--- src/design/portalConsts.svh ---
`ifndef PORTAL_CONSTS_SVH
`define PORTAL_CONSTS_SVH

// ~~~~~~~~~~~~~~~~~~~~~~~~~~~~~~~~~~~~~~~~~~~~~~~~~~
// Bus widths
`define DATA_W 32
`define ID_W 6
`define LEN_W 4
`define OFFS_W 5
`define CNT_W 10

// ~~~~~~~~~~~~~~~~~~~~~~~~~~~~~~~~~~~~~~~~~~~~~~~~~~
// Address decode
`define PORT_BIT 12
`define CTRL_HI 11
`define CTRL_LO 5
`define INT_ENABLE_OFFS 4

// Information words seen in the control window
`define IND_PORTAL_ID 5
`define REQ_PORTAL_ID 6
`define PORTAL_COUNT 2
`define TOP_FLAG 1
`define DEFAULT_WORD 'h005A05A0

`endif

--- src/design/portalPkg.sv ---
`include "portalConsts.svh"

package portalPkg;

  // Address bit 12 picks the portal
  typedef enum logic {
    indicationPort = 1'b0,
    requestPort    = 1'b1
  } portSelT;

  // One accepted AR or AW burst with its flags carried along
  typedef struct packed {
    logic [`OFFS_W-1:0] offset;
    logic [`CNT_W-1:0]  count;   // Beat count that is never zero
    logic [`ID_W-1:0]   id;
    portSelT            port;
    logic               ctrl;
    logic [1:0]         method;
  } burstReqT;

  typedef struct packed {
    logic [`OFFS_W-1:0] offset;
    logic [`ID_W-1:0]   id;
    portSelT            port;
    logic               ctrl;
    logic [1:0]         method;
    logic               last;
  } beatT;

  typedef struct packed {
    logic [`DATA_W-1:0] data;
    logic [`ID_W-1:0]   id;
  } readDataT;

endpackage

--- src/design/smallFifo.sv ---
`timescale 1ns/1ps

module smallFifo #(
  parameter type payloadT = logic,
  parameter int depth = 2
) (
  input  logic    CLK,
  input  logic    RST_N,
  input  logic    enq,
  input  payloadT enqData,
  input  logic    deq,
  output payloadT deqData,
  output logic    notFull,
  output logic    notEmpty
);

  localparam int ptrW = (depth > 1) ? $clog2(depth) : 1;
  localparam int fillW = $clog2(depth + 1);

  payloadT mem [depth];
  logic [ptrW-1:0] wrPtr;
  logic [ptrW-1:0] rdPtr;
  logic [fillW-1:0] fill;

  assign notFull = fill != fillW'(depth);
  assign notEmpty = fill != '0;
  assign deqData = mem[rdPtr];

  always_ff @(posedge CLK) begin
    if (enq) begin
      mem[wrPtr] <= enqData;
    end
  end

  always_ff @(posedge CLK) begin
    if (!RST_N) begin
      wrPtr <= '0;
      rdPtr <= '0;
      fill <= '0;
    end else begin
      if (enq) begin
        wrPtr <= (wrPtr == ptrW'(depth - 1)) ? '0 : wrPtr + ptrW'(1);
      end
      if (deq) begin
        rdPtr <= (rdPtr == ptrW'(depth - 1)) ? '0 : rdPtr + ptrW'(1);
      end
      fill <= fill + fillW'(enq) - fillW'(deq);
    end
  end

  // Callers look at the flags before they push or pop
  assert property (@(posedge CLK) disable iff (!RST_N) enq |-> notFull)
    else $error("smallFifo: enq while full");
  assert property (@(posedge CLK) disable iff (!RST_N) deq |-> notEmpty)
    else $error("smallFifo: deq while empty");

endmodule

--- src/design/burstSplitter.sv ---
`timescale 1ns/1ps

`include "portalConsts.svh"

module burstSplitter (
  input  logic               CLK,
  input  logic               RST_N,
  input  portalPkg::burstReqT burst,
  input  logic               burstValid,
  output logic               burstTaken,
  output portalPkg::beatT    beat,
  output logic               beatValid,
  input  logic               beatTaken
);

  logic first;  // Next beat is the first one of the burst at the head
  logic [`OFFS_W-1:0] offsetReg;
  logic [`CNT_W-1:0] countReg;
  logic [`OFFS_W-1:0] curOffset;
  logic [`CNT_W-1:0] curCount;
  logic isLast;

  assign curOffset = first ? burst.offset : offsetReg;
  assign curCount = first ? burst.count : countReg;
  assign isLast = curCount == `CNT_W'(1);

  assign beatValid = burstValid;
  assign beat.offset = curOffset;
  assign beat.id = burst.id;
  assign beat.port = burst.port;
  assign beat.ctrl = burst.ctrl;
  assign beat.method = burst.method;
  assign beat.last = isLast;

  // The burst item stays queued until its final beat leaves
  assign burstTaken = beatTaken && isLast;

  always_ff @(posedge CLK) begin
    if (!RST_N) begin
      first <= 1'b1;
      countReg <= '0;
    end else if (beatTaken) begin
      first <= isLast;
      countReg <= curCount - `CNT_W'(1);
    end
  end

  always_ff @(posedge CLK) begin
    if (beatTaken) begin
      offsetReg <= curOffset + `OFFS_W'(4);  // Word step
    end
  end

  // A zero count would wrap the counter and run away
  assert property (@(posedge CLK) disable iff (!RST_N)
    (beatTaken && first) |-> burst.count != '0)
    else $error("burstSplitter: burst with zero beats");

endmodule

--- src/design/portalRegisters.sv ---
`timescale 1ns/1ps

`include "portalConsts.svh"

module portalRegisters (
  input  logic                 CLK,
  input  logic                 RST_N,
  input  portalPkg::portSelT   readPort,
  input  logic [`OFFS_W-1:0]   readOffset,
  output logic [`DATA_W-1:0]   readWord,
  input  logic                 enableWrite,
  input  portalPkg::portSelT   writePort,
  input  logic                 enableValue,
  input  logic [`DATA_W-1:0]   indIntrChannel,
  input  logic [`DATA_W-1:0]   reqIntrChannel,
  output logic                 interrupt
);

  import portalPkg::*;

  logic [1:0] enableReg;  // Indexed by port
  logic [`DATA_W-1:0] channel;
  logic [`DATA_W-1:0] portalId;
  logic pending;

  always_ff @(posedge CLK) begin
    if (!RST_N) begin
      enableReg <= '0;
    end else if (enableWrite) begin
      enableReg[writePort] <= enableValue;
    end
  end

  assign channel = (readPort == requestPort) ? reqIntrChannel : indIntrChannel;
  assign portalId = (readPort == requestPort) ? `REQ_PORTAL_ID : `IND_PORTAL_ID;
  assign pending = channel != '0;

  // ~~~~~~~~~~~~~~~~~~~~~~~~~~~~~~~~~~~~~~~~~~~~~~~~~~
  // Control window readback
  always_comb begin
    case (readOffset)
      5'h00: readWord = {{(`DATA_W-1){1'b0}}, pending};
      5'h04: readWord = {{(`DATA_W-1){1'b0}}, enableReg[readPort]};
      5'h08: readWord = `TOP_FLAG;
      5'h0C: readWord = channel;
      5'h10: readWord = portalId;
      5'h14: readWord = `PORTAL_COUNT;
      5'h18, 5'h1C: readWord = '0;
      default: readWord = `DEFAULT_WORD;
    endcase
  end

  assign interrupt = (indIntrChannel != '0 && enableReg[indicationPort])
                  || (reqIntrChannel != '0 && enableReg[requestPort]);

endmodule

--- src/design/axiReadPath.sv ---
`timescale 1ns/1ps

`include "portalConsts.svh"

module axiReadPath (
  input  logic                 CLK,
  input  logic                 RST_N,
  input  logic [31:0]          arAddr,
  input  logic [`ID_W-1:0]     arId,
  input  logic [`LEN_W-1:0]    arLen,
  input  logic                 arValid,
  output logic                 arReady,
  output logic [`DATA_W-1:0]   rData,
  output logic [`ID_W-1:0]     rId,
  output logic                 rValid,
  input  logic                 rReady,
  output logic [`OFFS_W-1:0]   ctrlOffset,
  output portalPkg::portSelT   ctrlPort,
  input  logic [`DATA_W-1:0]   ctrlWord,
  input  logic [`DATA_W-1:0]   indicationData,
  input  logic                 indicationNotEmpty,
  output logic                 indicationDeq,
  input  logic                 requestNotFull
);

  import portalPkg::*;

  burstReqT arBurst, burstHead;
  beatT beatIn, beatHead;
  readDataT rdIn, rdHead;
  logic burstNotEmpty, burstTaken;
  logic beatValid, beatPush, beatNotFull, beatNotEmpty, beatPop;
  logic rdNotFull;
  logic isIndData;
  logic [`DATA_W-1:0] methodWord;

  assign arBurst = '{
    offset: arAddr[`OFFS_W-1:0],
    count: `CNT_W'(arLen) + `CNT_W'(1),
    id: arId,
    port: portSelT'(arAddr[`PORT_BIT]),
    ctrl: arAddr[`CTRL_HI:`CTRL_LO] == '0,
    method: arAddr[6:5] - 2'd1
  };

  smallFifo #(.payloadT(burstReqT)) burstQ (
    .CLK(CLK), .RST_N(RST_N), .enq(arValid && arReady), .enqData(arBurst),
    .deq(burstTaken), .deqData(burstHead), .notFull(arReady), .notEmpty(burstNotEmpty));

  burstSplitter splitter (
    .CLK(CLK), .RST_N(RST_N), .burst(burstHead), .burstValid(burstNotEmpty),
    .burstTaken(burstTaken), .beat(beatIn), .beatValid(beatValid), .beatTaken(beatPush));

  assign beatPush = beatValid && beatNotFull;

  smallFifo #(.payloadT(beatT)) beatQ (
    .CLK(CLK), .RST_N(RST_N), .enq(beatPush), .enqData(beatIn),
    .deq(beatPop), .deqData(beatHead), .notFull(beatNotFull), .notEmpty(beatNotEmpty));

  // ~~~~~~~~~~~~~~~~~~~~~~~~~~~~~~~~~~~~~~~~~~~~~~~~~~
  // Beat service
  assign isIndData = !beatHead.ctrl && beatHead.port == indicationPort
                  && beatHead.offset == '0;
  assign beatPop = beatNotEmpty && rdNotFull && (!isIndData || indicationNotEmpty);
  assign indicationDeq = beatPop && isIndData;  // Data is consumed by the read

  assign ctrlOffset = beatHead.offset;
  assign ctrlPort = beatHead.port;

  always_comb begin
    methodWord = '0;
    if (beatHead.port == indicationPort) begin
      if (beatHead.offset == 5'h00) begin
        methodWord = indicationData;
      end else if (beatHead.offset == 5'h04) begin
        methodWord = {{(`DATA_W-1){1'b0}}, indicationNotEmpty};
      end
    end else if (beatHead.offset == 5'h04) begin
      methodWord = {{(`DATA_W-1){1'b0}}, requestNotFull};
    end
  end

  assign rdIn = '{data: beatHead.ctrl ? ctrlWord : methodWord, id: beatHead.id};

  smallFifo #(.payloadT(readDataT)) readDataQ (
    .CLK(CLK), .RST_N(RST_N), .enq(beatPop), .enqData(rdIn),
    .deq(rValid && rReady), .deqData(rdHead), .notFull(rdNotFull), .notEmpty(rValid));

  assign rData = rdHead.data;
  assign rId = rdHead.id;

endmodule

--- src/design/axiWritePath.sv ---
`timescale 1ns/1ps

`include "portalConsts.svh"

module axiWritePath (
  input  logic                 CLK,
  input  logic                 RST_N,
  input  logic [31:0]          awAddr,
  input  logic [`ID_W-1:0]     awId,
  input  logic [`LEN_W-1:0]    awLen,
  input  logic                 awValid,
  output logic                 awReady,
  input  logic [`DATA_W-1:0]   wData,
  input  logic                 wLast,
  input  logic                 wValid,
  output logic                 wReady,
  output logic [`ID_W-1:0]     bId,
  output logic                 bValid,
  input  logic                 bReady,
  output logic [`DATA_W-1:0]   requestData,
  output logic [1:0]           requestSelect,
  output logic                 requestEnq,
  input  logic                 requestNotFull,
  output logic                 enableWrite,
  output portalPkg::portSelT   writePort,
  output logic                 enableValue
);

  import portalPkg::*;

  burstReqT awBurst, burstHead;
  beatT beatIn, beatHead;
  logic awFire, wFire, lastSeen;
  logic burstNotEmpty, burstTaken;
  logic beatValid, beatPush, beatNotFull, beatNotEmpty, beatPop;
  logic dataNotFull, dataNotEmpty;
  logic respNotFull, respEnq;
  logic isReq;

  assign awFire = awValid && awReady;
  assign wFire = wValid && wReady;

  assign awBurst = '{
    offset: awAddr[`OFFS_W-1:0],
    count: `CNT_W'(awLen) + `CNT_W'(1),
    id: awId,
    port: portSelT'(awAddr[`PORT_BIT]),
    ctrl: awAddr[`CTRL_HI:`CTRL_LO] == '0,
    method: awAddr[6:5] - 2'd1
  };

  smallFifo #(.payloadT(burstReqT)) burstQ (
    .CLK(CLK), .RST_N(RST_N), .enq(awFire), .enqData(awBurst),
    .deq(burstTaken), .deqData(burstHead), .notFull(awReady), .notEmpty(burstNotEmpty));

  burstSplitter splitter (
    .CLK(CLK), .RST_N(RST_N), .burst(burstHead), .burstValid(burstNotEmpty),
    .burstTaken(burstTaken), .beat(beatIn), .beatValid(beatValid), .beatTaken(beatPush));

  assign beatPush = beatValid && beatNotFull;

  smallFifo #(.payloadT(beatT)) beatQ (
    .CLK(CLK), .RST_N(RST_N), .enq(beatPush), .enqData(beatIn),
    .deq(beatPop), .deqData(beatHead), .notFull(beatNotFull), .notEmpty(beatNotEmpty));

  // Write data closes after WLAST until the next address arrives
  always_ff @(posedge CLK) begin
    if (!RST_N) begin
      lastSeen <= 1'b0;
    end else if (awFire) begin
      lastSeen <= 1'b0;
    end else if (wFire && wLast) begin
      lastSeen <= 1'b1;
    end
  end

  assign wReady = !lastSeen && dataNotFull;

  smallFifo #(.payloadT(logic [`DATA_W-1:0])) dataQ (
    .CLK(CLK), .RST_N(RST_N), .enq(wFire), .enqData(wData),
    .deq(beatPop), .deqData(requestData), .notFull(dataNotFull), .notEmpty(dataNotEmpty));

  // ~~~~~~~~~~~~~~~~~~~~~~~~~~~~~~~~~~~~~~~~~~~~~~~~~~
  // Beat service with one data word per beat
  assign isReq = !beatHead.ctrl && beatHead.port == requestPort;
  assign beatPop = beatNotEmpty && dataNotEmpty && (!beatHead.last || respNotFull)
                && (!isReq || requestNotFull);

  assign requestEnq = beatPop && isReq;
  assign requestSelect = beatHead.method;

  assign enableWrite = beatPop && beatHead.ctrl
                    && beatHead.offset == `OFFS_W'(`INT_ENABLE_OFFS);
  assign writePort = beatHead.port;
  assign enableValue = requestData[0];

  assign respEnq = beatPop && beatHead.last;

  smallFifo #(.payloadT(logic [`ID_W-1:0])) respQ (
    .CLK(CLK), .RST_N(RST_N), .enq(respEnq), .enqData(beatHead.id),
    .deq(bValid && bReady), .deqData(bId), .notFull(respNotFull), .notEmpty(bValid));

endmodule

--- src/design/portalTop.sv ---
`timescale 1ns/1ps

`include "portalConsts.svh"

module portalTop (
  input  logic                 CLK,
  input  logic                 RST_N,
  input  logic [31:0]          arAddr,
  input  logic [`ID_W-1:0]     arId,
  input  logic [`LEN_W-1:0]    arLen,
  input  logic                 arValid,
  output logic                 arReady,
  output logic [`DATA_W-1:0]   rData,
  output logic [`ID_W-1:0]     rId,
  output logic                 rValid,
  input  logic                 rReady,
  input  logic [31:0]          awAddr,
  input  logic [`ID_W-1:0]     awId,
  input  logic [`LEN_W-1:0]    awLen,
  input  logic                 awValid,
  output logic                 awReady,
  input  logic [`DATA_W-1:0]   wData,
  input  logic                 wLast,
  input  logic                 wValid,
  output logic                 wReady,
  output logic [`ID_W-1:0]     bId,
  output logic                 bValid,
  input  logic                 bReady,
  output logic [`DATA_W-1:0]   requestData,
  output logic [1:0]           requestSelect,
  output logic                 requestEnq,
  input  logic                 requestNotFull,
  input  logic [`DATA_W-1:0]   indicationData,
  input  logic                 indicationNotEmpty,
  output logic                 indicationDeq,
  input  logic [`DATA_W-1:0]   indIntrChannel,
  input  logic [`DATA_W-1:0]   reqIntrChannel,
  output logic                 interrupt
);

  import portalPkg::*;

  logic [`OFFS_W-1:0] ctrlOffset;
  portSelT ctrlPort;
  logic [`DATA_W-1:0] ctrlWord;
  logic enableWrite;
  portSelT writePort;
  logic enableValue;

  axiReadPath readPath (
    .CLK(CLK), .RST_N(RST_N),
    .arAddr(arAddr), .arId(arId), .arLen(arLen), .arValid(arValid), .arReady(arReady),
    .rData(rData), .rId(rId), .rValid(rValid), .rReady(rReady),
    .ctrlOffset(ctrlOffset), .ctrlPort(ctrlPort), .ctrlWord(ctrlWord),
    .indicationData(indicationData), .indicationNotEmpty(indicationNotEmpty),
    .indicationDeq(indicationDeq), .requestNotFull(requestNotFull));

  axiWritePath writePath (
    .CLK(CLK), .RST_N(RST_N),
    .awAddr(awAddr), .awId(awId), .awLen(awLen), .awValid(awValid), .awReady(awReady),
    .wData(wData), .wLast(wLast), .wValid(wValid), .wReady(wReady),
    .bId(bId), .bValid(bValid), .bReady(bReady),
    .requestData(requestData), .requestSelect(requestSelect), .requestEnq(requestEnq),
    .requestNotFull(requestNotFull), .enableWrite(enableWrite), .writePort(writePort),
    .enableValue(enableValue));

  portalRegisters regs (
    .CLK(CLK), .RST_N(RST_N),
    .readPort(ctrlPort), .readOffset(ctrlOffset), .readWord(ctrlWord),
    .enableWrite(enableWrite), .writePort(writePort), .enableValue(enableValue),
    .indIntrChannel(indIntrChannel), .reqIntrChannel(reqIntrChannel),
    .interrupt(interrupt));

endmodule

--- config.mk ---
export PLATFORM = sky130hd
export DESIGN_NAME = portalTop
export DESIGN_NICKNAME = d
export VERILOG_FILES = /design/src/design/portalPkg.sv /design/src/design/smallFifo.sv /design/src/design/burstSplitter.sv /design/src/design/portalRegisters.sv /design/src/design/axiReadPath.sv /design/src/design/axiWritePath.sv /design/src/design/portalTop.sv
export VERILOG_INCLUDE_DIRS = /design/src /design/src/design
export SDC_FILE = /design/constraint.sdc
export NUM_CORES = 1
export LEC_CHECK = 0
export BUFFER_PORTS_ARGS = -buffer_cell sky130_fd_sc_hd__buf_2
export CORE_MARGIN = 5
export CORE_UTILIZATION = 51
export CTS_CLUSTER_DIAMETER = 60
export DETAILED_ROUTE_END_ITERATION = 16
export MAX_ROUTING_LAYER = met4
export PLACE_DENSITY = 0.75
export REMOVE_ABC_BUFFERS = 1
export SYNTH_ARGS = -nofsm -noshare
export SYNTH_HDL_FRONTEND = slang
export SYNTH_SLANG_ARGS = --single-unit
--- constraint.sdc ---
create_clock -name CLK -period 5.2 [get_ports CLK]
set_input_delay 0.26 -clock CLK [delete_from_list [all_inputs] [get_ports CLK]]
set_output_delay 0.26 -clock CLK [all_outputs]
set_load 0.01 [all_outputs]
==> flow_summary_export.csv <==
group,metric,value,unit
final_layout,multi_input_comb_area,0.00448,sq mm
global_route,grt_pass1_vias,9451,
final_layout,final_nets,1588,
worst_setup_path,endpoint_kind,"output pin",
floorplan,die_area,0.0328,sq mm
power_and_ir_drop,p_sw,2890,uW
power_and_ir_drop,seq_power_share,0.442,
worst_setup_path,critPathMaxFanout,36,
clocking,cts_resized,0,
worst_setup_path,crit_required,4.94,ns
synth,syn_inst,1013,
power_and_ir_drop,p_int,6750,uW
final_layout,final_layout_size_suffix_gt1_frac,0.343,
global_route,gr-total-overflow,0,
worst_setup_path,r2r_cells,11,
place,place_ws,1.73,ns
min_path,min_from,"awLen[0]",
synth,ys_seq_elements,356,
clocking,htree_levels,2,
clocking,clockRootBuffer,"clkbuf_16",
synth,netlist_area,0.0149,sq mm
drt,first_pass_iters,4,
timing,fin_ws,1.38,ns
timing,worst_slew_margin_rel,0.215,
place,numPortBuffers,269,
power_and_ir_drop,p_clk_frac,0.277,
synth,ys_async_sr_fraction,0,
place,gp_congestion,0.925,
clocking,clk_latency,0.51,ns
timing,setup_tns,0,ns
worst_setup_path,startpoint_type,"flip-flop",
power_and_ir_drop,power.density,522,mW/mm^2
power_and_ir_drop,switching_share,0.299,
final_layout,nFillCells,2129,
drt,drt.antenna.violating_nets,0,
clocking,cts_hold_buf,57,
global_route,grt_pass1_wl,49700,um
timing,timing_hold_violations_final,0,
timing,period_share,0.734,
clocking,post_cts_buffers,0,
place,hpwlAfterDp,22000,um
floorplan,die_y,181,um
global_route,grt_antenna_before_repair,0,
worst_setup_path,slowest_delay,0.95,ns
timing,finClkSkew,0.00937,ns
synth,synth_area_per_cell,14.7,sq um
synth,synth_edf_count,296,
min_path,holdPathStages,2,
floorplan,num_rows,62,
timing,max_freq,0.262,GHz
floorplan,coreArea,0.0288,sq mm
drt,via_count,9233,
min_path,hold_class,"in -> reg",
power_and_ir_drop,leakage,0.00703,uW
worst_setup_path,r2r_setup_slack,1.68,ns
worst_setup_path,worstPathArrival,3.56,ns
synth,synth.distinct_cells,67,
min_path,whs_endpoint,"writePath.burstQ.mem[1][10]",
drt,wl_per_cell,18.2,um
global_route,gr-usage-all-layers,0.193,
power_and_ir_drop,comb_power_share,0.281,
clocking,cts_buffer_depth,3,
final_layout,register_area,0.0101,sq mm
floorplan,io_pins,308,
drt,dr.first_iter.drc_count,567,
timing,max_slew.worst_pin.slew,1.17,ns
synth,ys_top_cells_by_area,"edfxtp_1, mux2_2, dfxtp_1",
timing,rsz0062_at_grt,"false",
worst_setup_path,criticalPathCategory,"reg -> out",
drt,wirelength,32000,um
timing,drv_slew,0,
clocking,numCtsBuffers,38,
clocking,clk_pin_slew,0.06,ns
outcome,outcome,"complete, no violations",
clocking,cts_tree,"built",
timing,setup_viol,0,
global_route,grt_max_degree,41,
timing,period_minus_slack,3.82,ns
floorplan,start_util,0.519,
drt,vias_per_cell,5.26,
final_layout,antenna_cells,0,
worst_setup_path,rr_startpoint,"writePath.splitter.first",
clocking,cts.sinks,356,
synth,synth_area_leader_cell,"edfxtp_1",
synth,synth_ff_type,"edfxtp_1",
synth,yosys_warnings,0,
worst_setup_path,path_cells,"mux2_4 -> a21oi_1 -> and3_1 -> and2_1 -> buf_2",
floorplan,die_x,181,um
power_and_ir_drop,peakVddDrop,0.327,mV
worst_setup_path,crit_path_top_delay_cell,"and3_1",
synth,netlist.area_leader.share,0.595,
worst_setup_path,timing.rr.end,"writePath.burstQ.fill[1]",
drt,drc,0,
final_layout,area_growth_syn_to_layout,23.5,%
flow_run,maxCapViolations,0,
synth,seq_area_frac_synth,0.676,
-- state kept, by name, summed over array words and instances, names as in the netlist, 10 cells and up, named ones only --
register	count
readPath.burstQ.mem	36
writePath.splitter.countReg	10
readPath.readDataQ.mem	76
writePath.burstQ.mem	40
readPath.beatQ.mem	26
writePath.respQ.mem	12
writePath.dataQ.mem	64
readPath.splitter.countReg	10
writePath.beatQ.mem	32
-- routing by layer --
metal	up-vias	track usage	routed length (um)
met5	-	-	0
met3	34	0.0392	1910
met4	0	0.0450	490
met2	286	0.325	16000
li1	4478	-	-
met1	4435	0.243	13600
-- stage by stage --
stage / total power (uW) / std cells / area, sq um / utilization / hold slack [ns]
finish: 9640 / 1756 / 18400 / 0.641 / 0.0393
global route: 10200 / 1756 / 18400 / 0.641 / 0.0207
CTS: 9750 / 1756 / 18400 / 0.641 / 0.0167
detailed placement: 7010 / 1630 / 16600 / 0.577 / 0.451
global placement: 6910 / 1630 / 16600 / 0.577 / 0.447
floorplan: 6070 / 967 / 14700 / - / 0.359
-- cell families after synthesis --
family / after synthesis / share of synthesized area
flip-flops: 356 / 0.676
AND/OR/NAND/NOR: 212 / 0.0721
multiplexers: 177 / 0.131
AO/OA/AOI/OAI: 126 / 0.0550
buffers and inverters: 82 / 0.0251
XOR/XNOR: 37 / 0.0217
adder cells (fa/ha/maj): 23 / 0.0193
-- layout make-up --
cell class	instances	area share
clock buffer	53	0.0597
tap	384	0.0260
inverter	36	0.00733
timing repair buffer	336	0.108
clock inverter	16	0.00895
multi-input combinational	575	0.243
sequential	356	0.547
-- cells in the final DEF, fill, tap and decap left out, types with 4 or more instances in the layout --
master / n
buf_4: 10
and3_1: 10
a211oi_1: 8
a211o_1: 4
edfxtp_1: 296
mux2_2: 117
ha_1: 23
nand3_1: 12
a21o_1: 5
dlygate4sd3_1: 57
nand4_1: 4
and2_1: 15
buf_2: 269
clkbuf_1: 9
mux2i_1: 54
dfxtp_1: 60
o22ai_1: 5
a22o_1: 4
o21ai_0: 26
o211ai_1: 4
nor2_1: 68
a21oi_1: 37
inv_1: 36
nor3_1: 14
o21ai_1: 10
clkinv_2: 6
clkbuf_16: 41
xor2_1: 12
xnor2_1: 25
nor4_1: 21
nand2_1: 37
or4_1: 4
-- cell usage after synthesis, drive strengths merged, types with 4 or more instances --
cell and number:
a211o 4, a211oi 8, a21o 5, a21oi 37
a22o 4, and2 16, and3 10, buf 30
clkbuf 16, dfxtp 60, edfxtp 296, ha 23
inv 36, mux2 120, mux2i 57, nand2 39
nand3 12, nand4 5, nor2 70, nor3 14
nor4 22, o211ai 4, o21ai 36, o22ai 6
or4 4, xnor2 25, xor2 12
-- power groups by stage --
stage | sequential [uW] | clock [uW] | combinational (uW)
after floorplan | 4290 | 0 | 1780
after global placement | 4280 | 0 | 2630
after detailed placement | 4320 | 0 | 2700
after CTS | 4260 | 2740 | 2750
after global routing | 4320 | 2870 | 2990
final | 4260 | 2670 | 2710
-- worst max-delay path by stage --
stage | from | to | slack, ns | cells past startpoint
after floorplan | flip-flop | readPath.readDataQ.mem[0][0] | 1.50 | 4
after global placement | flip-flop | readPath.readDataQ.mem[1][31] | 1.83 | 4
after detailed placement | writePath.splitter.first | writePath.burstQ.fill[1] | 1.73 | 11
after CTS | flip-flop | indicationDeq | 1.33 | 5
after global routing | flip-flop | indicationDeq | 1.16 | 5
final | flip-flop | indicationDeq | 1.38 | 5
-- critical path: cells and delay by family (launching register included) --
family | cells | cell delay [ns]
AND/OR/NAND/NOR | 2 | 1.19
buffers and inverters | 1 | 0.15
AO/OA/AOI/OAI | 1 | 0.34
multiplexers | 1 | 0.58
flip-flops | 1 | 0.77
(Power assumes the default switching activity.)
